File: config.mk
export PLATFORM = sky130hd
export DESIGN_NAME = conv_out_align
export DESIGN_NICKNAME = d
export VERILOG_FILES = /design/src/design/conv_data_pkg.sv /design/src/design/conv_out_align.sv
export VERILOG_INCLUDE_DIRS = /design/src /design/src/design
export SDC_FILE = /design/constraint.sdc
export NUM_CORES = 2
export LEC_CHECK = 0
export BUFFER_PORTS_ARGS = -buffer_cell sky130_fd_sc_hd__buf_2
export CAP_MARGIN = 20
export CORE_AREA = 5 5 525 527
export CTS_CLUSTER_SIZE = 16
export DETAILED_ROUTE_END_ITERATION = 10
export DIE_AREA = 0 0 530 532
export PLACE_DENSITY = 0.5
export SLEW_MARGIN = 5
export SYNTH_ARGS = -nofsm -noshare
export SYNTH_HDL_FRONTEND = slang
export SYNTH_SLANG_ARGS = --single-unit
File: constraint.sdc
create_clock -name clk -period 7.9 [get_ports clk]
set_input_delay 0.79 -clock clk [delete_from_list [all_inputs] [get_ports clk]]
set_output_delay 0.79 -clock clk [all_outputs]
set_load 0.005 [all_outputs]
File: src/design/conv_defines.svh
`ifndef CONV_DEFINES_SVH
`define CONV_DEFINES_SVH

////////////////////////////////////////
// Data format
// Q8.8 signed words
`define CONV_DATA_WIDTH      16
`define CONV_FRAC_BITS       8

////////////////////////////////////////
// Geometry
`define CONV_IMAGE_WIDTH     8
`define CONV_IMAGE_HEIGHT    8
`define CONV_CH_IN           2
`define CONV_CH_OUT          2
`define CONV_KERNEL          7

// Buffer depths
`define CONV_PLANE_SIZE      64
`define CONV_FRAME_IN_SIZE   128
`define CONV_FRAME_OUT_SIZE  128
// Weights for every (out, in) channel pair
`define CONV_WEIGHT_NUM      196

// Idle cycles after a replayed plane, engine needs 64 x 50 plus margin
`define CONV_PLANE_GAP       3300

`endif
File: src/design/conv_data_pkg.sv
`include "conv_defines.svh"

package conv_data_pkg;

	////////////////////////////////////////
	// Datapath words

	// Pixel, weight and result word
	// Signed Q8.8
	typedef logic signed [`CONV_DATA_WIDTH-1:0] pixel_t;

	// Full-precision product or running sum
	// Wide enough for 49 exact products of the test ranges
	typedef logic signed [2*`CONV_DATA_WIDTH-1:0] acc_t;

endpackage

File: src/design/conv_out_align.sv
`include "conv_defines.svh"

module conv_out_align (
	input  logic                  clk,
	input  logic                  reset,
	input  logic                  valid_in,
	input  conv_data_pkg::pixel_t pxl_in,
	output conv_data_pkg::pixel_t pxl_out,
	output logic                  valid_out
);

	localparam int DEPTH = `CONV_FRAME_OUT_SIZE;
	localparam int PTR_W = $clog2(DEPTH);

	conv_data_pkg::pixel_t buf_mem [DEPTH];
	logic [PTR_W-1:0]      wr_ptr;
	logic [PTR_W-1:0]      rd_ptr;
	logic [PTR_W:0]        count;
	logic                  release_flag;
	logic                  full;
	logic                  empty;
	logic                  wr_en;
	logic                  rd_en;

	assign full  = (count == (PTR_W + 1)'(DEPTH));
	assign empty = (count == '0);
	assign rd_en = release_flag && !empty;
	// Drop writes only on a true overflow
	assign wr_en = valid_in && (!full || rd_en);

	always_ff @(posedge clk) begin
		if (wr_en) begin
			buf_mem[wr_ptr] <= pxl_in;
		end
		if (rd_en) begin
			pxl_out <= buf_mem[rd_ptr];
		end
	end

	////////////////////////////////////////
	// Pointers, occupancy, release
	always_ff @(posedge clk) begin
		if (reset) begin
			wr_ptr       <= '0;
			rd_ptr       <= '0;
			count        <= '0;
			release_flag <= 1'b0;
			valid_out    <= 1'b0;
		end else begin
			// Pointers wrap at power-of-two depth
			if (wr_en) begin
				wr_ptr <= wr_ptr + 1'b1;
			end
			if (rd_en) begin
				rd_ptr <= rd_ptr + 1'b1;
			end
			case ({wr_en, rd_en})
				2'b10:   count <= count + 1'b1;
				2'b01:   count <= count - 1'b1;
				default: count <= count;
			endcase
			// Sticky once the first frame is complete
			if (full) begin
				release_flag <= 1'b1;
			end
			valid_out <= rd_en;
		end
	end

endmodule

==> results.md <==
* Sw frac at 20.4%
* Commonest non-fill, non-tap cells in the layout: edfxtp_1, mux4_2, mux2i_1
* Critical path arrival at slightly below 5 ns
* RePlAce Congestion at 0.801
* Remaining Overflow, GRT at 0
* CP Launch Type: register
* Crit-path slowest cell: a211oi_1
* Area leader, netlist: edfxtp_1
* Synth Flop Type: edfxtp_1
* Post-synth EDFFs at slightly above 2000
* Mean Syn Cell Area at roughly 21 um^2
* DR DRC count at 0
* Die Span Y at about 530 um
* #FFs+latches synth at 2088
* Syn Nets at 3916
* Multi-input gate area at around 17000 um^2
* Area of the die at between 200000 and 300000 um^2
* Postcts setup bufs at 0
* Synth top area cells: edfxtp_1, mux4_2, mux2i_1
* Warnings from Yosys at 0
* Status: completed
* Clk sinks at about 2100
* Reg2reg setup slack at between 3 and 4 ns
* Cells on worst reg2reg path at 7
* Hold path depth at 4
* Crit Path Category: register to register
* P_leak at approximately 27 nW
* CP top delay family: compound AO/OA/AOI/OAI gates
* CTS tree: yes
* Area Growth Syn to Fin at 14.7%
* Worst reg2reg path startpoint: rd_ptr[1]$_SDFFE_PP0N_
* Tmin final at approximately 4.1 ns
* Mapped Cells at 3888
* Drt wl/cell at 29.3 um
* Core ar. at ~270000 um^2
* Clk_lat worst skew at 0.84 ns
* Storage element area at 62500 um^2
* Clock Pin Slew Worst Setup and Hold Paths at 0.06 ns
* Sequential group share of total power at 55.0%
* Clk pwr share at a little over two fifths
* Max-capacitance violation count at 0
* RSZ-0062 raised after global routing: no
* Power Density at between 200 and 250 nW/um^2
* Setup violators final at 0
* Remaining antenna violation count at 0
* Hold Vio Cnt, Final at 0
* Chip width at 530 um
* Critical hold path startpoint: valid_in
* Worst rel slew slack at around a fifth
* Worst Path Required at ~8.6 ns
* Antenna violations before repair at 9
* Tightest Hold Check Type: input port to register
* Detailed Route Iter0 Violations at between 3000 and 4000
* Root Buffer: clkbuf_16
* CP bufs+invs at 2
* Gr usage total at about 16%
* Via-per-instance ratio at roughly 5.1
* Num ports at 36
* Power Total at roughly 22 mW
* Commonest non-fill, non-tap cell in the layout: edfxtp_1
* Vias in the first global route at just over 40000
* Synth top area share at around 77%
* Row count at 191
* Slew Viols, Final at 0
* First-pass detailed-route iteration total at 6
* Kind of end point of the critical path: register
* Layout cells sized above 1 at 22.8%
* CTS Hold Bufs at 0
* Setup TNS at 0 ns
* Yosys cell types at between 60 and 70
* CP cell instances: buf_12 -> nor2b_4 -> buf_4 -> a22o_1 -> a211oi_1 -> a211oi_1 -> o32a_1
* Part of the cycle the worst path needs at between 50% and 60%
* Hold Path Sink: wr_ptr[1]$_SDFFE_PP0P_
* Max Fanout on Critical Path at 89
* Sw Pwr at between 4 and 5 mW
* Fmax at 243 MHz
* Nets at 4153
* Post-Route Skew at between 0.03 and 0.04 ns
* Ys async rst share at 0%
* Via Count at ~40000
* Internal power at 17.7 mW
* Largest net degree at the start of global routing at 106
* Initial Util at between 20% and 30%
* Post-Route WL at 231000 um
* Power share of the combinational group at approximately 1.5%
* HPWL after DPL at between 100000 and 150000 um
* Sequential share of the synthesized area at between 70% and 80%
* Crit path largest cell delay at ~0.8 ns
* CTS Buf Count at ~210
* # fillers at about 25000
* Number of gates resized after cts at 0
* Port Buffers at 35
* Worst R2R End: pxl_out[12]$_DFFE_PN_
* Peak supply drop at between 0.15 and 0.2 mV
* CTS H-tree depth at 4
* Post-Syn Area at about 81000 um^2
* Cell mode on critical path: a211oi_1
* Clock Path Buffers at 3
* Least-Margin Pin Slew at 1.21 ns
* First-pass GRT wire length at between 300000 and 400000 um
==> layer usage <==
| metal | vias to the layer above | share of wire, % | track usage, % |
|---|---|---|---|
| met1 | 21929 | 44 | 22.2 |
| met4 | 0 | 3.2 | 4.93 |
| met5 | - | 0 | 0 |
| li1 | 16770 | - | - |
| met3 | 277 | 4.9 | 2.44 |
| met2 | 1226 | 48 | 26.1 |
==> power groups by stage <==
stage          Combinational, mW  Clock [mW]  Sequential [mW]
3_3_place_gp               0.329           0             12.4
6_report                   0.335        9.67             12.2
3_5_place_dp               0.341           0             12.4
2_1_floorplan             0.0503           0             12.4
4_1_cts                    0.341        9.87             12.2
5_1_grt                    0.352        10.3             12.2
==> cells by family (layout without fill, tap and decap cells) <==
| group | after synthesis | in the layout | synth area share, % |
|---|---|---|---|
| compound gates | 473 | 473 | 4.16 |
| xor+xnor | 17 | 17 | 0.184 |
| fa+ha+maj | 9 | 9 | 0.149 |
| buf+inv | 223 | 638 | 1.74 |
| flops | 2088 | 2088 | 77.3 |
| mux | 705 | 705 | 14.4 |
| other cells | 0 | 13 | 0 |
| simple gates | 373 | 373 | 2.04 |
==> Yosys cell counts (6+ instances only) <==
library cell	instances
a2111oi_0	11
a211o_1	6
a211oi_1	40
a21boi_0	21
a21oi_1	76
a221oi_1	13
a22o_1	20
a22oi_1	123
a31oi_1	20
a41oi_1	6
buf_1	8
buf_2	77
buf_4	24
buf_6	33
buf_8	6
clkbuf_1	62
dfxtp_1	24
edfxtp_1	2064
ha_1	8
inv_1	9
mux2_2	46
mux2i_1	297
mux4_2	361
nand2_1	76
nand3_1	43
nand4_1	16
nor2_1	183
nor2b_1	15
nor3_1	11
o21ai_0	35
o221ai_1	27
o22ai_1	37
xnor2_1	10
xor2_1	7
==> worst max-delay path by stage <==
| stage | end | cells after the start | startpoint | slack [ns] |
|---|---|---|---|---|
| 5_1_grt | pxl_out[12]$_DFFE_PN_ | 8 | rd_ptr[0]$_SDFFE_PP0N_ | 3.67 |
| 6_report | pxl_out[12]$_DFFE_PN_ | 7 | rd_ptr[1]$_SDFFE_PP0N_ | 3.79 |
| 3_3_place_gp | pxl_out[6]$_DFFE_PN_ | 6 | rd_ptr[0]$_SDFFE_PP0N_ | 3.42 |
| 4_1_cts | pxl_out[12]$_DFFE_PN_ | 7 | rd_ptr[1]$_SDFFE_PP0N_ | 3.79 |
| 2_1_floorplan | count[7]$_SDFFE_PP0P_ | 11 | count[3]$_SDFFE_PP0P_ | 4.98 |
| 3_5_place_dp | pxl_out[12]$_DFFE_PN_ | 7 | rd_ptr[1]$_SDFFE_PP0N_ | 3.80 |
==> layout make-up <==
type                            instances  area share [%]
Antenna cell                           13          0.0351
Clock buffer                          276            6.10
Clock inverter                        118            1.05
Inverter                                9          0.0365
Multi-Input combinational cell       1577            18.4
Sequential cell                      2088            67.4
Tap cell                             3570            4.82
Timing Repair Buffer                  235            2.14
==> flip-flops by register name (all words and copies together) (netlist names) <==
name	flops
buf_mem	2048
count	8
pxl_out	16
rd_ptr	7
release_flag	1
valid_out	1
wr_ptr	7
==> stage by stage <==
stage	hold WS (ns)	util [%]	area (um^2)	instances	worst slack (ns)
global placement	0.502	31.7	85700	7457	3.42
floorplan	0.483	-	80800	3888	4.98
global route	0.418	34.3	92700	7879	3.67
detailed placement	0.519	31.8	85900	7472	3.80
CTS	0.387	34.3	92600	7866	3.79
finish	0.452	34.3	92700	7886	3.79
==> worst register-to-register path, stage by stage, from the launching register on <==
cell	delay [ns]
dfxtp_4	0.67
buf_12	0.51
nor2b_4	0.68
buf_4	0.53
a22o_1	0.41
a211oi_1	0.13
a211oi_1	0.81
o32a_1	0.25
Note: power is estimated with default switching activity, not from simulation.
