[src/design/conv_defines.svh]
`ifndef CONV_DEFINES_SVH
`define CONV_DEFINES_SVH

////////////////////////////////////////
// Data format
// Q8.8 signed words
`define CONV_DATA_WIDTH      16
`define CONV_FRAC_BITS       8

////////////////////////////////////////
// Geometry
`define CONV_IMAGE_WIDTH     8
`define CONV_IMAGE_HEIGHT    8
`define CONV_CH_IN           2
`define CONV_CH_OUT          2
`define CONV_KERNEL          7

// Buffer depths
`define CONV_PLANE_SIZE      64
`define CONV_FRAME_IN_SIZE   128
`define CONV_FRAME_OUT_SIZE  128
// Weights for every (out, in) channel pair
`define CONV_WEIGHT_NUM      196

// Idle cycles after a replayed plane, engine needs 64 x 50 plus margin
`define CONV_PLANE_GAP       3300

`endif
[src/design/conv_ctrl_pkg.sv]
`include "conv_defines.svh"

package conv_ctrl_pkg;

	////////////////////////////////////////
	// State machines

	// Engine: collect a plane, step taps, emit one result
	typedef enum logic [1:0] {
		LOAD,
		MAC,
		EMIT
	} engine_state_t;

	// Loop stage: store frame, replay planes, idle between planes
	typedef enum logic [1:0] {
		FILL,
		REPLAY,
		GAP
	} loop_state_t;

	// Counter sized for a whole input frame
	typedef logic [$clog2(`CONV_FRAME_IN_SIZE)-1:0] plane_cnt_t;

endpackage

[src/design/conv_data_pkg.sv]
`include "conv_defines.svh"

package conv_data_pkg;

	////////////////////////////////////////
	// Datapath words

	// Pixel, weight and result word
	// Signed Q8.8
	typedef logic signed [`CONV_DATA_WIDTH-1:0] pixel_t;

	// Full-precision product or running sum
	// Wide enough for 49 exact products of the test ranges
	typedef logic signed [2*`CONV_DATA_WIDTH-1:0] acc_t;

endpackage

[src/design/conv_channel_in_adder.sv]
`include "conv_defines.svh"

module conv_channel_in_adder (
	input  logic                  clk,
	input  logic                  reset,
	input  logic                  valid_in,
	input  conv_data_pkg::pixel_t pxl_in,
	output conv_data_pkg::pixel_t pxl_out,
	output logic                  valid_out
);

	localparam int PADDR_W = $clog2(`CONV_PLANE_SIZE);
	localparam int IC_W    = $clog2(`CONV_CH_IN);

	conv_data_pkg::pixel_t     psum_mem [`CONV_PLANE_SIZE];
	conv_data_pkg::pixel_t     psum_rd;
	conv_ctrl_pkg::plane_cnt_t pix_cnt;
	logic [IC_W-1:0]           ic_cnt;
	logic                      first_pass;
	logic                      last_pass;

	assign first_pass = (ic_cnt == '0);
	assign last_pass  = (ic_cnt == IC_W'(`CONV_CH_IN - 1));
	assign psum_rd    = psum_mem[PADDR_W'(pix_cnt)];

	// Partial sums, wrapping at 16 bits
	always_ff @(posedge clk) begin
		if (valid_in) begin
			if (first_pass) begin
				psum_mem[PADDR_W'(pix_cnt)] <= pxl_in;
			end else if (!last_pass) begin
				psum_mem[PADDR_W'(pix_cnt)] <= psum_rd + pxl_in;
			end
			// Last input channel completes the output pixel
			if (last_pass) begin
				pxl_out <= psum_rd + pxl_in;
			end
		end
	end

	////////////////////////////////////////
	// Pixel and channel counters
	always_ff @(posedge clk) begin
		if (reset) begin
			pix_cnt   <= '0;
			ic_cnt    <= '0;
			valid_out <= 1'b0;
		end else begin
			valid_out <= valid_in && last_pass;
			if (valid_in) begin
				if (pix_cnt == conv_ctrl_pkg::plane_cnt_t'(`CONV_PLANE_SIZE - 1)) begin
					pix_cnt <= '0;
					ic_cnt  <= last_pass ? '0 : ic_cnt + 1'b1;
				end else begin
					pix_cnt <= pix_cnt + 1'b1;
				end
			end
		end
	end

endmodule

[config.mk]
export PLATFORM = sky130hd
export DESIGN_NAME = conv_channel_in_adder
export DESIGN_NICKNAME = d
export VERILOG_FILES = /design/src/design/conv_ctrl_pkg.sv /design/src/design/conv_data_pkg.sv /design/src/design/conv_channel_in_adder.sv
export VERILOG_INCLUDE_DIRS = /design/src /design/src/design
export SDC_FILE = /design/constraint.sdc
export NUM_CORES = 1
export LEC_CHECK = 0
export BUFFER_PORTS_ARGS = -buffer_cell sky130_fd_sc_hd__buf_4
export CORE_AREA = 2 2 262 457
export DETAILED_ROUTE_END_ITERATION = 12
export DIE_AREA = 0 0 264 459
export HOLD_SLACK_MARGIN = 0.05
export SLEW_MARGIN = 20
export SYNTH_ARGS = -nofsm -noshare
export SYNTH_HDL_FRONTEND = slang
export SYNTH_SLANG_ARGS = --single-unit
[constraint.sdc]
create_clock -name clk -period 4.8 [get_ports clk]
set_input_delay 0.72 -clock clk [delete_from_list [all_inputs] [get_ports clk]]
set_output_delay 0.72 -clock clk [all_outputs]
set_load 0.01 [all_outputs]
==> flow_summary.yaml <==
status:
  status: "finished clean"
worst_setup_path:
  criticalPathCategory: "flop to flop"
  critPathMaxStageDelay_ns: 0.60
  timing.critical_path.arrival_ns: 5.15
  crit_path_end_kind: "flop"
  crit_chain: "buf_4 > buf_16 > buf_12 > mux4_2 > mux4_2 > mux2i_1 > a21oi_1 > ha_1 > nand2_1 > o21ai_0 > a311oi_2 > buf_4 > o21ai_0 > or3b_2"
  critical-path-slowest-cell: "sky130_fd_sc_hd__mux4_2"
  worst_path_dominant_cell_family: "multiplexers"
  cp.buffers_inverters: 4
  crit_path_max_fanout: 26
  setup.worst_path.start_class: "flop"
  critPathRequiredTime_ns: 5.22
worst_hold_path:
  worst_min_delay_path_class: "input port to flop"
run:
  maxCapViolCount: 0
clock_tree:
  post-cts-setup-buffers: 0
  cts_root_buf: "sky130_fd_sc_hd__clkbuf_16"
  cts_max_path_buffers: 3
  clk_latency_ns: 0.68
  clkTransAtPathRegs_ns: 0.07
  clock_tree_from_tritoncts: "yes"
  cts_htree_levels: 3
  cts_made_buffers: 88
  cts_num_sinks: 1055
timing:
  max_freq_mhz: 211
  setup-tns-final_ns: 0
  final-setup-viol-count: 0
  timing.final.crit_share: 0.987
  finalHoldViolCount: 0
  clock_skew_ns: 0.0217
  slew_viol_final: 0
  slew_headroom: 0.340
  final.min_clock_period_ns: 4.74
  worst_pin_slew_ns: 0.987
synthesis:
  synth-async-reset-ratio: 0
  postSynthCellCount: 1726
  synth-edff-count: 1040
  synthesized_area_per_cell_um2: 23.7
  synthesis.area_mm2: 0.0408
  yosys_register_bits: 1055
  yosysWarningCount: 0
  yosysUniqueCellTypes: 47
  syn_nets: 1762
  synth_ff_type: "sky130_fd_sc_hd__edfxtp_1"
  synth_seq_area_share: 0.772
floorplan:
  die_area_mm2: 0.121
  ios: 36
  std_cell_core_area_mm2: 0.118
  die-height_um: 459
  num_rows: 167
  effective_utilization_at_floorplan: 0.347
  floorplan.die.width_um: 264
place:
  gp_congestion: 0.864
  post_dp_cell_area_mm2: 0.0438
  numPortBuffers: 35
  dp_hpwl_mm: 66.1
finish:
  finish.instance_area_mm2: 0.0468
  fillCellCount: 10282
  mostFrequentLayoutCells: "sky130_fd_sc_hd__edfxtp_1, sky130_fd_sc_hd__mux4_2, sky130_fd_sc_hd__buf_4, sky130_fd_sc_hd__clkbuf_16, sky130_fd_sc_hd__nor2_1"
  flow.area_growth_from_synthesis_pct: 14.6
  design.final.nets: 1917
  final_common_cell: "sky130_fd_sc_hd__edfxtp_1"
  drive_above_1_share: 0.331
drt:
  number_of_drc_violations_after_detailed_routing: 0
  1st_iter_drt_viols: 1646
  post_drt_wl_per_cell_um: 29.6
  viasPerCell: 5.42
  final_antenna_net_count: 0
  detail_route.first_pass.iterations: 5
  route.vias.total: 18810
  route.final.wire_length_mm: 103
global_route:
  grt.overflow.total: 0
  first_global_vias: 19997
  grt_pass1_wl_mm: 147
  initial_antenna_violation_count: 5
  groute.usage.overall: 0.171
  grt_max_degree: 66
power_and_ir_drop:
  pwr-share-comb: 0.060
  switching_share: 0.208
  finalPower_uw: 18800
  vdd.ir_drop.worst_uv: 299
  intPower_uw: 14900
  seqPwrFrac: 0.539
  powerDensity_mw_per_mm2: 402
  p_clk_frac: 0.400
  power_switching_uw: 3910
  power.leakage_uw: 0.0141
==> power by group through the flow <==
stage	logic (uW)	registers, uW	clock network [uW]
final	1130	10200	7540
after global routing	1200	10200	7990
after CTS	1140	10200	7690
after detailed placement	1140	10400	0
after global placement	1110	10400	0
after floorplan	667	10400	0
==> registers in the layout, indices dropped and copies added (netlist names), named ones only <==
signal     count
psum_mem    1024
pxl_out       16
pix_cnt        7
ic_cnt         1
valid_out      1
==> through the flow <==
step                      setup slack [ns]  utilization  std cells  hold WS, ns
after floorplan                      0.263            -       1726        0.483
after global placement               0.127        0.371       3312        0.497
after detailed placement             0.145        0.371       3312        0.515
after CTS                            0.110        0.397       3472        0.285
after global routing             -0.000504        0.397       3473        0.315
final                               0.0617        0.397       3473        0.331
==> layout make-up <==
type,instances,area (um2),area share
clock buffer,112,2380,0.0508
sequential,1055,31500,0.674
tap,1521,1900,0.0407
timing repair buffer,158,1380,0.0296
antenna,1,2.50,0.0000535
inverter,5,18.8,0.000401
clock inverter,48,623,0.0133
multi-input combinational,573,8960,0.191
==> synthesized netlist by cell type (3+ instances only) <==
master / instances / area share
sky130_fd_sc_hd__edfxtp_1: 1040 / 0.76
sky130_fd_sc_hd__or3b_2: 3 / 0.00064
sky130_fd_sc_hd__clkbuf_1: 45 / 0.0041
sky130_fd_sc_hd__xor2_1: 7 / 0.0015
sky130_fd_sc_hd__dfxtp_1: 15 / 0.0074
sky130_fd_sc_hd__nor2b_1: 14 / 0.0021
sky130_fd_sc_hd__ha_1: 16 / 0.0049
sky130_fd_sc_hd__nor2_1: 80 / 0.0074
sky130_fd_sc_hd__a221oi_1: 4 / 0.00086
sky130_fd_sc_hd__a22o_1: 4 / 0.00086
sky130_fd_sc_hd__nand4_1: 5 / 0.00077
sky130_fd_sc_hd__nand2_1: 11 / 0.0010
sky130_fd_sc_hd__mux2i_1: 10 / 0.0025
sky130_fd_sc_hd__o21ai_0: 7 / 0.00086
sky130_fd_sc_hd__nor3b_1: 3 / 0.00055
sky130_fd_sc_hd__a21o_1: 4 / 0.00074
sky130_fd_sc_hd__a211oi_1: 9 / 0.0017
sky130_fd_sc_hd__buf_1: 10 / 0.00092
sky130_fd_sc_hd__o21bai_1: 3 / 0.00055
sky130_fd_sc_hd__buf_6: 6 / 0.0017
sky130_fd_sc_hd__buf_2: 32 / 0.0039
sky130_fd_sc_hd__nand3_1: 5 / 0.00061
sky130_fd_sc_hd__nor3_1: 8 / 0.00098
sky130_fd_sc_hd__a21oi_1: 22 / 0.0027
sky130_fd_sc_hd__xnor2_1: 9 / 0.0019
sky130_fd_sc_hd__mux4_2: 324 / 0.18
sky130_fd_sc_hd__inv_1: 5 / 0.00046
==> routing by layer <==
layer | vias up | wire, um | GRT usage
met1 | 10277 | 36300 | 0.186
met2 | 619 | 56900 | 0.322
li1 | 7681 | - | -
met4 | 4 | 5260 | 0.0842
met5 | - | 23 | 0
met3 | 229 | 4350 | 0.0246
==> what timing repair did <==
item | CTS | global route
setup endpoints to repair | 0 | 2
gates resized for setup | 0 | 6
hold buffers | 0 | 0
==> path summary, 6_finish.rpt <==
check	cells past startpoint	startpoint	to	slack [ns]
worst max register to register	14	flop	pxl_out[13]	0.06
worst min-delay path	2	reset	ic_cnt	0.33
worst max-delay path	14	flop	pxl_out[13]	0.06
worst min register to register	1	pix_cnt[6]	pix_cnt[6]	0.54
==> cells by family (layout without fill, tap and decap cells) <==
family / Yosys count / in the layout / share of synthesized area
AOI/OAI and AO/OA: 65 / 65 / 0.0108
xor gates and xnor gates: 16 / 16 / 0.00343
buffers and inverters: 98 / 323 / 0.0111
and+or+nand+nor: 141 / 141 / 0.0161
adders and majority gates: 17 / 17 / 0.00539
muxes: 334 / 334 / 0.181
DFF: 1055 / 1055 / 0.772
other: 0 / 1 / 0
(Power assumes the default switching activity.)
