$ cat config.mk
export PLATFORM = sky130hd
export DESIGN_NAME = conv_loop_data_in
export DESIGN_NICKNAME = d
export VERILOG_FILES = /design/src/design/conv_ctrl_pkg.sv /design/src/design/conv_data_pkg.sv /design/src/design/conv_loop_data_in.sv
export VERILOG_INCLUDE_DIRS = /design/src /design/src/design
export SDC_FILE = /design/constraint.sdc
export NUM_CORES = 2
export LEC_CHECK = 0
export ABC_CLOCK_PERIOD_IN_PS = 4700
export BUFFER_PORTS_ARGS = -buffer_cell sky130_fd_sc_hd__buf_2
export CAP_MARGIN = 10
export CELL_PAD_IN_SITES_DETAIL_PLACEMENT = 1
export CELL_PAD_IN_SITES_GLOBAL_PLACEMENT = 1
export CORE_MARGIN = 2
export CORE_UTILIZATION = 50
export DETAILED_ROUTE_END_ITERATION = 10
export GPL_TIMING_DRIVEN = 0
export PLACE_DENSITY_LB_ADDON = 0.1
export SYNTH_ARGS = -nofsm -noshare
export SYNTH_HDL_FRONTEND = slang
export SYNTH_SLANG_ARGS = --single-unit
export TNS_END_PERCENT = 5
$ cat constraint.sdc
create_clock -name clk -period 4.7 [get_ports clk]
set_input_delay 0.235 -clock clk [delete_from_list [all_inputs] [get_ports clk]]
set_output_delay 0.235 -clock clk [all_outputs]
set_load 0.01 [all_outputs]
$ cat src/design/conv_defines.svh
`ifndef CONV_DEFINES_SVH
`define CONV_DEFINES_SVH

////////////////////////////////////////
// Data format
// Q8.8 signed words
`define CONV_DATA_WIDTH      16
`define CONV_FRAC_BITS       8

////////////////////////////////////////
// Geometry
`define CONV_IMAGE_WIDTH     8
`define CONV_IMAGE_HEIGHT    8
`define CONV_CH_IN           2
`define CONV_CH_OUT          2
`define CONV_KERNEL          7

// Buffer depths
`define CONV_PLANE_SIZE      64
`define CONV_FRAME_IN_SIZE   128
`define CONV_FRAME_OUT_SIZE  128
// Weights for every (out, in) channel pair
`define CONV_WEIGHT_NUM      196

// Idle cycles after a replayed plane, engine needs 64 x 50 plus margin
`define CONV_PLANE_GAP       3300

`endif
$ cat src/design/conv_ctrl_pkg.sv
`include "conv_defines.svh"

package conv_ctrl_pkg;

	////////////////////////////////////////
	// State machines

	// Engine: collect a plane, step taps, emit one result
	typedef enum logic [1:0] {
		LOAD,
		MAC,
		EMIT
	} engine_state_t;

	// Loop stage: store frame, replay planes, idle between planes
	typedef enum logic [1:0] {
		FILL,
		REPLAY,
		GAP
	} loop_state_t;

	// Counter sized for a whole input frame
	typedef logic [$clog2(`CONV_FRAME_IN_SIZE)-1:0] plane_cnt_t;

endpackage

$ cat src/design/conv_data_pkg.sv
`include "conv_defines.svh"

package conv_data_pkg;

	////////////////////////////////////////
	// Datapath words

	// Pixel, weight and result word
	// Signed Q8.8
	typedef logic signed [`CONV_DATA_WIDTH-1:0] pixel_t;

	// Full-precision product or running sum
	// Wide enough for 49 exact products of the test ranges
	typedef logic signed [2*`CONV_DATA_WIDTH-1:0] acc_t;

endpackage

$ cat src/design/conv_loop_data_in.sv
`include "conv_defines.svh"

module conv_loop_data_in (
	input  logic                  clk,
	input  logic                  reset,
	input  logic                  valid_in,
	input  conv_data_pkg::pixel_t pxl_in,
	output conv_data_pkg::pixel_t pxl_out,
	output logic                  valid_out
);

	localparam int PLANE_NUM = `CONV_CH_IN * `CONV_CH_OUT;
	localparam int ADDR_W    = $clog2(`CONV_FRAME_IN_SIZE);
	localparam int PLANE_W   = $clog2(PLANE_NUM);
	localparam int GAP_W     = $clog2(`CONV_PLANE_GAP);

	conv_data_pkg::pixel_t      frame_mem [`CONV_FRAME_IN_SIZE];
	conv_ctrl_pkg::loop_state_t state;
	conv_ctrl_pkg::plane_cnt_t  wr_cnt;
	conv_ctrl_pkg::plane_cnt_t  rd_cnt;
	logic [PLANE_W-1:0]         plane_idx;
	logic [GAP_W-1:0]           gap_cnt;
	logic [ADDR_W-1:0]          rd_addr;
	logic                       fill_done;
	logic                       emit;

	// Last pixel of the frame starts replay in the same cycle
	assign fill_done = (state == conv_ctrl_pkg::FILL) && valid_in &&
		(wr_cnt == conv_ctrl_pkg::plane_cnt_t'(`CONV_FRAME_IN_SIZE - 1));
	assign emit = fill_done || (state == conv_ctrl_pkg::REPLAY);

	// Plane order is (oc, ic), so input channel is plane index mod CH_IN
	assign rd_addr = ADDR_W'((int'(plane_idx) % `CONV_CH_IN) * `CONV_PLANE_SIZE +
		int'(rd_cnt));

	// Frame store and replay read
	always_ff @(posedge clk) begin
		if (state == conv_ctrl_pkg::FILL && valid_in) begin
			frame_mem[wr_cnt] <= pxl_in;
		end
		if (emit) begin
			pxl_out <= frame_mem[rd_addr];
		end
	end

	////////////////////////////////////////
	// Sequencing
	always_ff @(posedge clk) begin
		if (reset) begin
			state     <= conv_ctrl_pkg::FILL;
			wr_cnt    <= '0;
			rd_cnt    <= '0;
			plane_idx <= '0;
			gap_cnt   <= '0;
			valid_out <= 1'b0;
		end else begin
			valid_out <= emit;
			case (state)
				conv_ctrl_pkg::FILL: begin
					if (fill_done) begin
						// First replay word already read this cycle
						wr_cnt <= '0;
						rd_cnt <= conv_ctrl_pkg::plane_cnt_t'(1);
						state  <= conv_ctrl_pkg::REPLAY;
					end else if (valid_in) begin
						wr_cnt <= wr_cnt + 1'b1;
					end
				end
				conv_ctrl_pkg::REPLAY: begin
					if (rd_cnt == conv_ctrl_pkg::plane_cnt_t'(`CONV_PLANE_SIZE - 1)) begin
						rd_cnt <= '0;
						state  <= conv_ctrl_pkg::GAP;
					end else begin
						rd_cnt <= rd_cnt + 1'b1;
					end
				end
				conv_ctrl_pkg::GAP: begin
					// Let the engine drain the plane before the next one
					if (gap_cnt == GAP_W'(`CONV_PLANE_GAP - 1)) begin
						gap_cnt <= '0;
						if (plane_idx == PLANE_W'(PLANE_NUM - 1)) begin
							plane_idx <= '0;
							state     <= conv_ctrl_pkg::FILL;
						end else begin
							plane_idx <= plane_idx + 1'b1;
							state     <= conv_ctrl_pkg::REPLAY;
						end
					end else begin
						gap_cnt <= gap_cnt + 1'b1;
					end
				end
				default: state <= conv_ctrl_pkg::FILL;
			endcase
		end
	end

endmodule

==> run_results.csv <==
group,metric,value,unit
clocking,clock_latency,0.86,ns
worst_setup_path,cp_max_fo,10,
grt,grt_max_degree,93,
sta,period_minus_slack,4.83,ns
placed_design,dpl.hpwl,192,mm
logic_synthesis,ys_warn_count,0,
grt,grt_pass1_wl,382,mm
placed_design,placed_cells,6268,
worst_setup_path,arrival,5.32,ns
detailed_routing,ant_nets,0,
worst_setup_path,cp-startpoint,"rd_cnt[1]",
clocking,cts.clk_slew.worst_paths,0.06,ns
sta,finalWorstSetupSlack,-0.131,ns
grt,gr-usage-all-layers,0.341,
detailed_routing,route.met3.wl,33.5,mm
detailed_routing,wirelength_met1,111,mm
logic_synthesis,syn-instance-count,3917,
logic_synthesis,syn_area,81400,µm²
clocking,htree_levels,4,
worst_setup_path,cp_slowest_cell,"o32ai_1",
sta,tightest_slew,1.48,ns
worst_setup_path,setup.worst_path.end_class,"flop",
sta,maxSlewViolCount,0,
placed_design,io_buffers,34,
logic_synthesis,seq_area_frac_synth,0.769,
logic_synthesis,ys_top_cells_by_area,"edfxtp_1, mux4_2, mux2i_1, nor2_1, dfxtp_1",
worst_setup_path,startpoint_type,"flop",
detailed_routing,wirelength,283,mm
outcome,outcome,"finished with violations",
final_layout,areaGrowthSynthToFinish,15.8,%
worst_setup_path,crit_required,5.19,ns
final_layout,layout-drive-gt1-share,0.257,
detailed_routing,via_count,44996,
clocking,postCtsSetupRepairBufs,0,
final_layout,finalNonFillerCells,6675,
clocking,numCtsBuffers,209,
sta,clock_skew,0.0432,ns
clocking,cts_tree,"done",
outcome,violations,"max-capacitance violations, negative setup slack",
placed_design,dp_slack,-0.466,ns
final_layout,nets,4347,
min_path,hp-class,"in2reg",
floorplan,core,162000,µm²
logic_synthesis,synth.largest_area_cell,"edfxtp_1",
worst_setup_path,timing.rr.start,"rd_cnt[1]",
detailed_routing,first_iter_violations,8020,
logic_synthesis,ys_seq_elements,2095,
sta,finalSetupViolations,5,
run,maxCapViolCount,1,
logic_synthesis,synth_edf_count,2064,
power_and_ir_drop,power.density,397,nW/µm²
detailed_routing,wire_per_inst,42.4,µm
clocking,cts_max_path_buffers,3,
sta,rsz0062_at_grt,"no",
detailed_routing,routed-wl-met2,126,mm
grt,antenna_found_initial,10,
logic_synthesis,async_reset_ff_frac,0,
min_path,holdCritStartpoint,"valid_in",
detailed_routing,remaining_drc_errors,0,
floorplan,io_pins,36,
worst_setup_path,path_class,"reg2reg",
grt,grt_remaining_overflow,0,
sta,hold_viol,0,
worst_setup_path,path_cells,"buf_4 > buf_6 > buf_6 > buf_2 > mux4_2 > nand2_1 > a21oi_1 > o32ai_1 > a22oi_1",
floorplan,row_count,148,
floorplan,die_x,407,µm
logic_synthesis,synth-main-ff-cell,"edfxtp_1",
detailed_routing,top_layer,"met5",
floorplan,initial_core_util,0.502,
logic_synthesis,synth.distinct_cells,71,
floorplan,die_area,166000,µm²
logic_synthesis,synth_top_area_frac,0.762,
placed_design,gp_congestion,0.949,
sta,finalCritPeriodShare,1.03,
detailed_routing,viasPerCell,6.74,
sta,max_freq,207,MHz
floorplan,fp.dieH,407,µm
clocking,cts_root_buf,"clkbuf_16",
power_and_ir_drop,p_leak,29.2,nW
logic_synthesis,syn_avg_cell_area,20.8,µm²
clocking,clkSinkCount,2095,
worst_setup_path,critPathMaxStageDelay,1.32,ns
logic_synthesis,synth.net_count,3940,
sta,maxSlewHeadroom,0.00925,
grt,grt_pass1_vias,43781,
detailed_routing,dr.pass1.iters,5,
worst_setup_path,timing.critical_path.mode_cell,"buf_6",
power_and_ir_drop,peakVddDrop,0.384,mV
report_power, final:
group          leakage [nW]  switching [W]  internal (W)
sequential             18.8     0.00000751        0.0205
combinational          7.16       0.000479      0.000105
clock                  3.19        0.00730       0.00899
cell usage after synthesis (36+ instances only):
library cell and n:
nor4_1 36, o22ai_1 37, mux2i_1 341, edfxtp_1 2064, a21oi_1 83, mux4_2 383
clkbuf_1 61, buf_4 48, nor2_1 182, nand2_1 132, a22oi_1 58, buf_2 71
metrics by stage:
step | total power [W] | hold slack, ns | util | cell area, µm² | TNS, ns
floorplan | 0.0210 | 0.334 | - | 81400 | 0
finish | 0.0374 | 0.0919 | 0.581 | 94200 | -0.511
global route | 0.0381 | 0.134 | 0.581 | 94200 | 0
detailed placement | 0.0215 | 0.501 | 0.539 | 87500 | -2.01
CTS | 0.0375 | 0.0263 | 0.581 | 94200 | 0
global placement | 0.0214 | 0.484 | 0.519 | 84300 | -49.77
timing repair:
item | CTS | global route
resized for setup | 3 | 3
setup endpoints to repair | 8 | 3
gates cloned | 0 | 0
hold buffers | 17 | 0
endpoints found under the hold margin | 720 | 0
kinds of logic (layout without fill, tap and decap cells):
kind of cell	Yosys count	in the layout	synth area share
fa+ha+maj	4	4	0.000615
xor+xnor	20	20	0.00215
simple gates	484	484	0.0279
flops	2095	2095	0.769
other cells	0	1	0
buf+inv	230	812	0.0179
mux	748	748	0.153
compound gates	336	336	0.0291
worst paths after layout:
kind                 to  slack (ns)  depth (start not counted)
max          pxl_out[1]       -0.13                          9
min           wr_cnt[4]        0.09                          6
max reg2reg  pxl_out[1]       -0.13                          9
min reg2reg   rd_cnt[6]        0.51                          1
per-layer routing:
layer | vias up | GRT usage
met2 | 3194 | 0.498
met3 | 489 | 0.0810
met1 | 24212 | 0.500
li1 | 17097 | -
met5 | - | 0
met4 | 4 | 0.132
registers in the layout (all words and copies together), names as in the netlist:
register   flops
state          2
wr_cnt         7
rd_cnt         7
pxl_out       16
frame_mem   2048
gap_cnt       12
valid_out      1
plane_idx      2
cells in the final DEF, fill, tap and decap left out, types with 18 or more instances in the layout:
cell / Yosys / layout
a22o_1: 18 / 18
a211oi_1: 28 / 28
edfxtp_1: 2064 / 2064
nor2_2: 1 / 118
dfxtp_1: 31 / 31
o22ai_1: 37 / 37
nor2b_1: 33 / 33
mux4_2: 383 / 383
clkbuf_1: 61 / 115
a22oi_1: 58 / 58
clkinv_2: 0 / 33
clkbuf_16: 0 / 211
buf_8: 6 / 78
and3_1: 22 / 22
buf_2: 71 / 89
mux2i_1: 341 / 341
buf_16: 0 / 59
buf_6: 30 / 37
a21oi_1: 83 / 83
nor2_1: 182 / 55
nor4_1: 36 / 32
buf_4: 48 / 69
nand2_1: 132 / 132
clkinv_1: 1 / 56
nand3_1: 19 / 19
layout make-up:
cell class / instances / area [µm²]
repair buffers: 197 / 3220
well taps: 2175 / 2720
multi-input cells: 1592 / 17700
clock inverters: 118 / 1030
clock buffers: 268 / 5490
plain buffers: 224 / 1440
inverters: 5 / 18.8
fillers: 13722 / 68000
flip-flops and latches: 2095 / 62600
diodes: 1 / 2.50
worst max-delay path, delay by kind of cell, from the launching register on:
kind	cells	cell delay [ns]
and+or+nand+nor	1	0.10
DFF	1	0.47
muxes	1	0.43
buffers and inverters	4	1.48
AOI/OAI and AO/OA	3	1.91
Power figures use the tool's default switching activity.
