### src/design/conv_defines.svh
`ifndef CONV_DEFINES_SVH
`define CONV_DEFINES_SVH

////////////////////////////////////////
// Data format
// Q8.8 signed words
`define CONV_DATA_WIDTH      16
`define CONV_FRAC_BITS       8

////////////////////////////////////////
// Geometry
`define CONV_IMAGE_WIDTH     8
`define CONV_IMAGE_HEIGHT    8
`define CONV_CH_IN           2
`define CONV_CH_OUT          2
`define CONV_KERNEL          7

// Buffer depths
`define CONV_PLANE_SIZE      64
`define CONV_FRAME_IN_SIZE   128
`define CONV_FRAME_OUT_SIZE  128
// Weights for every (out, in) channel pair
`define CONV_WEIGHT_NUM      196

// Idle cycles after a replayed plane, engine needs 64 x 50 plus margin
`define CONV_PLANE_GAP       3300

`endif
### src/design/conv_ctrl_pkg.sv
`include "conv_defines.svh"

package conv_ctrl_pkg;

	////////////////////////////////////////
	// State machines

	// Engine: collect a plane, step taps, emit one result
	typedef enum logic [1:0] {
		LOAD,
		MAC,
		EMIT
	} engine_state_t;

	// Loop stage: store frame, replay planes, idle between planes
	typedef enum logic [1:0] {
		FILL,
		REPLAY,
		GAP
	} loop_state_t;

	// Counter sized for a whole input frame
	typedef logic [$clog2(`CONV_FRAME_IN_SIZE)-1:0] plane_cnt_t;

endpackage

### src/design/conv_data_pkg.sv
`include "conv_defines.svh"

package conv_data_pkg;

	////////////////////////////////////////
	// Datapath words

	// Pixel, weight and result word
	// Signed Q8.8
	typedef logic signed [`CONV_DATA_WIDTH-1:0] pixel_t;

	// Full-precision product or running sum
	// Wide enough for 49 exact products of the test ranges
	typedef logic signed [2*`CONV_DATA_WIDTH-1:0] acc_t;

endpackage

### src/design/conv_7x7_engine.sv
`include "conv_defines.svh"

module conv_7x7_engine (
	input  logic                  clk,
	input  logic                  reset,
	input  logic                  valid_in,
	input  conv_data_pkg::pixel_t pxl_in,
	input  logic                  valid_weight_in,
	input  conv_data_pkg::pixel_t weight_in,
	output conv_data_pkg::pixel_t pxl_out,
	output logic                  valid_out
);

	localparam int KK      = `CONV_KERNEL * `CONV_KERNEL;
	localparam int HALF    = `CONV_KERNEL / 2;
	localparam int PASS_N  = `CONV_CH_IN * `CONV_CH_OUT;
	localparam int PASS_W  = $clog2(PASS_N);
	localparam int TAP_W   = $clog2(`CONV_KERNEL);
	localparam int PADDR_W = $clog2(`CONV_PLANE_SIZE);
	localparam int WADDR_W = $clog2(`CONV_WEIGHT_NUM);

	conv_data_pkg::pixel_t        weight_mem [`CONV_WEIGHT_NUM];
	conv_data_pkg::pixel_t        plane_mem [`CONV_PLANE_SIZE];
	conv_ctrl_pkg::engine_state_t state;
	conv_ctrl_pkg::plane_cnt_t    ld_cnt;
	conv_ctrl_pkg::plane_cnt_t    out_pos;
	logic [WADDR_W-1:0]           w_ptr;
	logic [WADDR_W-1:0]           w_addr;
	logic [PASS_W-1:0]            pass;
	logic [TAP_W-1:0]             tap_y;
	logic [TAP_W-1:0]             tap_x;
	int                           src_row;
	int                           src_col;
	logic                         tap_ok;
	conv_data_pkg::pixel_t        tap_pxl;
	conv_data_pkg::acc_t          prod;
	conv_data_pkg::acc_t          acc;

	////////////////////////////////////////
	// Tap address and product

	// Source pixel for this tap, centred on the output position
	assign src_row = int'(out_pos) / `CONV_IMAGE_WIDTH + int'(tap_y) - HALF;
	assign src_col = int'(out_pos) % `CONV_IMAGE_WIDTH + int'(tap_x) - HALF;
	assign tap_ok  = (src_row >= 0) && (src_row < `CONV_IMAGE_HEIGHT) &&
		(src_col >= 0) && (src_col < `CONV_IMAGE_WIDTH);

	// Zero padding outside the image
	assign tap_pxl = tap_ok ? plane_mem[PADDR_W'(src_row * `CONV_IMAGE_WIDTH + src_col)] : '0;

	// Weight set picked by pass, then ky, kx
	assign w_addr = WADDR_W'(int'(pass) * KK + int'(tap_y) * `CONV_KERNEL + int'(tap_x));

	// Exact signed 16x16 product
	assign prod = conv_data_pkg::acc_t'(tap_pxl) * conv_data_pkg::acc_t'(weight_mem[w_addr]);

	// Weight and plane storage
	always_ff @(posedge clk) begin
		if (valid_weight_in) begin
			weight_mem[w_ptr] <= weight_in;
		end
		if (state == conv_ctrl_pkg::LOAD && valid_in) begin
			plane_mem[PADDR_W'(ld_cnt)] <= pxl_in;
		end
	end

	// Accumulate, first tap restarts the sum
	always_ff @(posedge clk) begin
		if (state == conv_ctrl_pkg::MAC) begin
			if (tap_y == '0 && tap_x == '0) begin
				acc <= prod;
			end else begin
				acc <= acc + prod;
			end
		end
		if (state == conv_ctrl_pkg::EMIT) begin
			// Back to Q8.8, keep low 16 bits
			pxl_out <= conv_data_pkg::pixel_t'(acc >>> `CONV_FRAC_BITS);
		end
	end

	////////////////////////////////////////
	// Control
	always_ff @(posedge clk) begin
		if (reset) begin
			state     <= conv_ctrl_pkg::LOAD;
			w_ptr     <= '0;
			ld_cnt    <= '0;
			out_pos   <= '0;
			pass      <= '0;
			tap_y     <= '0;
			tap_x     <= '0;
			valid_out <= 1'b0;
		end else begin
			valid_out <= 1'b0;
			// Weight pointer wraps so a reload overwrites in order
			if (valid_weight_in) begin
				if (w_ptr == WADDR_W'(`CONV_WEIGHT_NUM - 1)) begin
					w_ptr <= '0;
				end else begin
					w_ptr <= w_ptr + 1'b1;
				end
			end
			case (state)
				conv_ctrl_pkg::LOAD: begin
					if (valid_in) begin
						if (ld_cnt == conv_ctrl_pkg::plane_cnt_t'(`CONV_PLANE_SIZE - 1)) begin
							ld_cnt <= '0;
							state  <= conv_ctrl_pkg::MAC;
						end else begin
							ld_cnt <= ld_cnt + 1'b1;
						end
					end
				end
				conv_ctrl_pkg::MAC: begin
					// kx inner, ky outer
					if (tap_x == TAP_W'(`CONV_KERNEL - 1)) begin
						tap_x <= '0;
						if (tap_y == TAP_W'(`CONV_KERNEL - 1)) begin
							tap_y <= '0;
							state <= conv_ctrl_pkg::EMIT;
						end else begin
							tap_y <= tap_y + 1'b1;
						end
					end else begin
						tap_x <= tap_x + 1'b1;
					end
				end
				conv_ctrl_pkg::EMIT: begin
					valid_out <= 1'b1;
					if (out_pos == conv_ctrl_pkg::plane_cnt_t'(`CONV_PLANE_SIZE - 1)) begin
						out_pos <= '0;
						state   <= conv_ctrl_pkg::LOAD;
						pass    <= (pass == PASS_W'(PASS_N - 1)) ? '0 : pass + 1'b1;
					end else begin
						out_pos <= out_pos + 1'b1;
						state   <= conv_ctrl_pkg::MAC;
					end
				end
				default: state <= conv_ctrl_pkg::LOAD;
			endcase
		end
	end

endmodule

### config.mk
export PLATFORM = sky130hd
export DESIGN_NAME = conv_7x7_engine
export DESIGN_NICKNAME = d
export VERILOG_FILES = /design/src/design/conv_ctrl_pkg.sv /design/src/design/conv_data_pkg.sv /design/src/design/conv_7x7_engine.sv
export VERILOG_INCLUDE_DIRS = /design/src /design/src/design
export SDC_FILE = /design/constraint.sdc
export NUM_CORES = 2
export LEC_CHECK = 0
export BUFFER_PORTS_ARGS = -buffer_cell sky130_fd_sc_hd__buf_2
export CAP_MARGIN = 20
export CORE_MARGIN = 2
export CORE_UTILIZATION = 60
export DETAILED_ROUTE_END_ITERATION = 6
export PLACE_DENSITY = 0.76
export SETUP_SLACK_MARGIN = 0.2
export SLEW_MARGIN = 10
export SYNTH_ARGS = -nofsm -noshare
export SYNTH_HDL_FRONTEND = slang
export SYNTH_MEMORY_MAX_BITS = 65536
export SYNTH_SLANG_ARGS = --single-unit
### constraint.sdc
create_clock -name clk -period 25.5 [get_ports clk]
set_clock_uncertainty 0.2 [all_clocks]
set_input_delay 1.275 -clock clk [delete_from_list [all_inputs] [get_ports clk]]
set_output_delay 1.275 -clock clk [all_outputs]
set_load 0.02 [all_outputs]
==> results.toml <==
[cells_and_area]
multi_input_area_mm2 = 0.04259
nets = 8889
n_fill_cell = 17010
areaGrowthSynthToFinish_pct = 11.64
seqCellArea_mm2 = 0.1268
drive_gt1_share_pct = 27.70

[setup_path]
crit_type = "register to register"
endpoint_kind = "register"
slowest_stage = "a211oi_1"
r2r_cells = 38
cpLargestDelayFamily = "adder cells"
rrSetupSlack_ns = 10.65
r2r-end = "acc[22]$_DFFE_PP_"
cp_max_fo = 122
cp_num_cells = 38
cp.required_ns = 26.00
startpoint_type = "register"
timing.rr.start = "tap_y[0]$_SDFFE_PP0P_"
crit_arrival_ns = 15.34
crit_path_max_incr_delay_ns = 0.79
crit_buf_inv = 9

[floorplan]
initial_core_util_pct = 60.42
core_area_mm2 = 0.2855
dieArea_mm2 = 0.2917
io_pins = 53
fp-row-count = 196
die_h_um = 540.1
die_width_um = 540.1

[synth]
syn_area_mm2 = 0.1725
ys_warn_count = 0
synth_area_leaders = "edfxtp_1, mux4_2, fa_1, ha_1, nor2_1"
synth_cell_type_count = 77
synth.most_common_cell = "edfxtp_1"
synth_top_area_cell = "edfxtp_1"
syn_inst = 8054
yosysSeqAreaShare_pct = 73.51
synth_top_area_share_pct = 73.13
avgSynthCellArea_um2 = 21.41
synth_edf_count = 4200
synth_top_flop_cell = "edfxtp_1"
synth.ff_latch_count = 4233
synth_nets = 8426
synthArstFlopShare_pct = 0
synthTopCellsByCount = "edfxtp_1, mux4_2, nor2_1"

[grt]
grt_overflow = 0
grt_pass1_vias = 88790
grtUsageTotal_pct = 31.48
grt_pass1_wl_um = 649800
antenna_found_initial = 32
grt_max_degree = 133

[clock_tree]
post_cts.resized_instances = 0
htree_levels = 5
cts_made_buffers = 407
postCtsHoldBufs = 0
cts_max_path_buffers = 4
clock-root-buffer = "clkbuf_16"
tritoncts = "done"
cts.clk_slew.worst_paths_ns = 0.06
cts_setup_buffers = 0
clock_latency_ns = 0.99
cts_num_sinks = 4233

[sta]
max_freq_ghz = 0.06735
hold_viol = 0
period_needed_ns = 14.85
grt_setup_unrepaired = "false"
worst_pin_slew_ns = 1.219
fin_tns_setup_ns = 0
max_slew_margin_pct = 18.57
report.final.slew_viol_count = 0
setup_violations = 0
min_period_over_period_pct = 58.22
timing.hold.ws_ns = 0.2700

[power_and_ir_drop]
peakVddDrop_mv = 0.06472
p_per_area_mw_per_mm2 = 72.16
leakage_uw = 0.06149

[detailed_routing]
vias = 88590
dr.pass1.iters = 7
antenna_left = 0
via_per_inst = 7.013
wl_per_cell_um = 36.19
first_iter_violations = 14240
drc = 3
detail_route.wirelength_um = 457100

[run_status]
status = "finished with violations"
violations = "DRC"

[hold_path]
hold_start = "acc[8]$_DFFE_PP_"
hold_path_depth = 0
holdPathEnd = "pxl_out[0]$_DFFE_PP_"
holdCritPathClass = "register to register"

[placed_design]
dp.final_hpwl_um = 258800
gp_congestion = 0.9052
io_buffers = 52

[flow_run]
cap_violations = 0
## final cells by class
class | instances | share of cell area (%)
sequential | 4233 | 65.85
inverter | 315 | 0.6154
timing repair buffer | 474 | 2.064
antenna | 12 | 0.01560
clock inverter | 265 | 1.413
tap | 3762 | 2.445
clock buffer | 485 | 5.475
multi-input combinational | 3086 | 22.12
## worst max path at each step
stage	endpoint	slack [ns]	startpoint
after global routing	acc[22]$_DFFE_PP_	10.00	tap_y[0]$_SDFFE_PP0P_
after floorplan	acc[22]$_DFFE_PP_	12.48	tap_y[0]$_SDFFE_PP0P_
after detailed placement	acc[22]$_DFFE_PP_	10.72	tap_y[0]$_SDFFE_PP0P_
final	acc[22]$_DFFE_PP_	10.65	tap_y[0]$_SDFFE_PP0P_
after CTS	acc[22]$_DFFE_PP_	10.74	tap_y[0]$_SDFFE_PP0P_
after global placement	acc[22]$_DFFE_PP_	10.88	tap_y[0]$_SDFFE_PP0P_
## cell families after synthesis
kind of cell | Yosys count | share of synthesized area [%]
multiplexers | 1358 | 16.91
buffers and inverters | 735 | 1.972
XOR/XNOR | 80 | 0.4230
AND/OR/NAND/NOR | 963 | 2.481
AO/OA/AOI/OAI | 349 | 1.407
adder cells (fa/ha/maj) | 336 | 3.295
flip-flops | 4233 | 73.51
## sequential cells by signal, indices dropped and copies added (netlist names)
register	flops
weight_mem	3136
plane_mem	1024
acc	24
pxl_out	16
w_ptr	8
ld_cnt	7
out_pos	7
tap_x	3
tap_y	3
pass	2
state	2
valid_out	1
## where the power goes
| part | switching (µW) | internal [µW] | leakage [µW] | total [µW] |
|---|---|---|---|---|
| Combinational | 174 | 37.6 | 0.0170 | 211 |
| Clock | 2650 | 3380 | 0.00644 | 6020 |
| Sequential | 3.47 | 7650 | 0.0380 | 7660 |
| Total | 2820 | 11100 | 0.0615 | 13900 |
## worst register-to-register path: cells and delay by family, from the launching register on
family	cells	cell delay [ns]
compound gates	9	3.41
xor+xnor	2	0.35
fa+ha+maj	11	5.05
buf+inv	9	2.53
flops	1	0.52
mux	4	1.86
simple gates	3	0.67
## layout by cell type, fill, tap and decap left out, types with 21 or more instances in the layout
master / n
nor2_1: 398
a221oi_1: 32
xor2_1: 30
and3_1: 38
or2_2: 58
nand3_1: 68
inv_1: 312
a211oi_1: 21
edfxtp_1: 4200
nand4_1: 23
a21oi_1: 75
ha_1: 134
clkbuf_16: 410
clkinv_1: 94
mux4_2: 1242
nor3_1: 28
clkbuf_1: 75
clkinv_2: 78
dfxtp_1: 33
fa_1: 194
o21ai_0: 56
nor2_2: 51
nand2_1: 211
buf_2: 32
buf_4: 388
buf_12: 23
xnor2_1: 46
bufinv_16: 40
mux2i_1: 107
## routing by layer
metal / wire (µm) / vias to the layer above / share of wire, % / GRT usage [%]
met2: 214800 / 7023 / 47 / 48.37
met5: 127 / - / 0.028 / 0
met4: 17740 / 20 / 3.9 / 10.78
met1: 161100 / 46560 / 35 / 43.88
li1: - / 33950 / - / -
met3: 63360 / 1040 / 14 / 9.211
## stage by stage
stage               total power (µW)  setup slack [ns]  cell area [µm²]  cells  util, %
detailed placement              8006             10.72           178800  11850    62.64
finish                         13890             10.65           192500  12630    67.45
global route                   14190             10.00           192500  12620    67.44
global placement                7991             10.88           178700  11840    62.59
floorplan                       7853             12.48           172500   8054        -
CTS                            13920             10.74           192100  12600    67.28
Power figures use the tool's default switching activity.
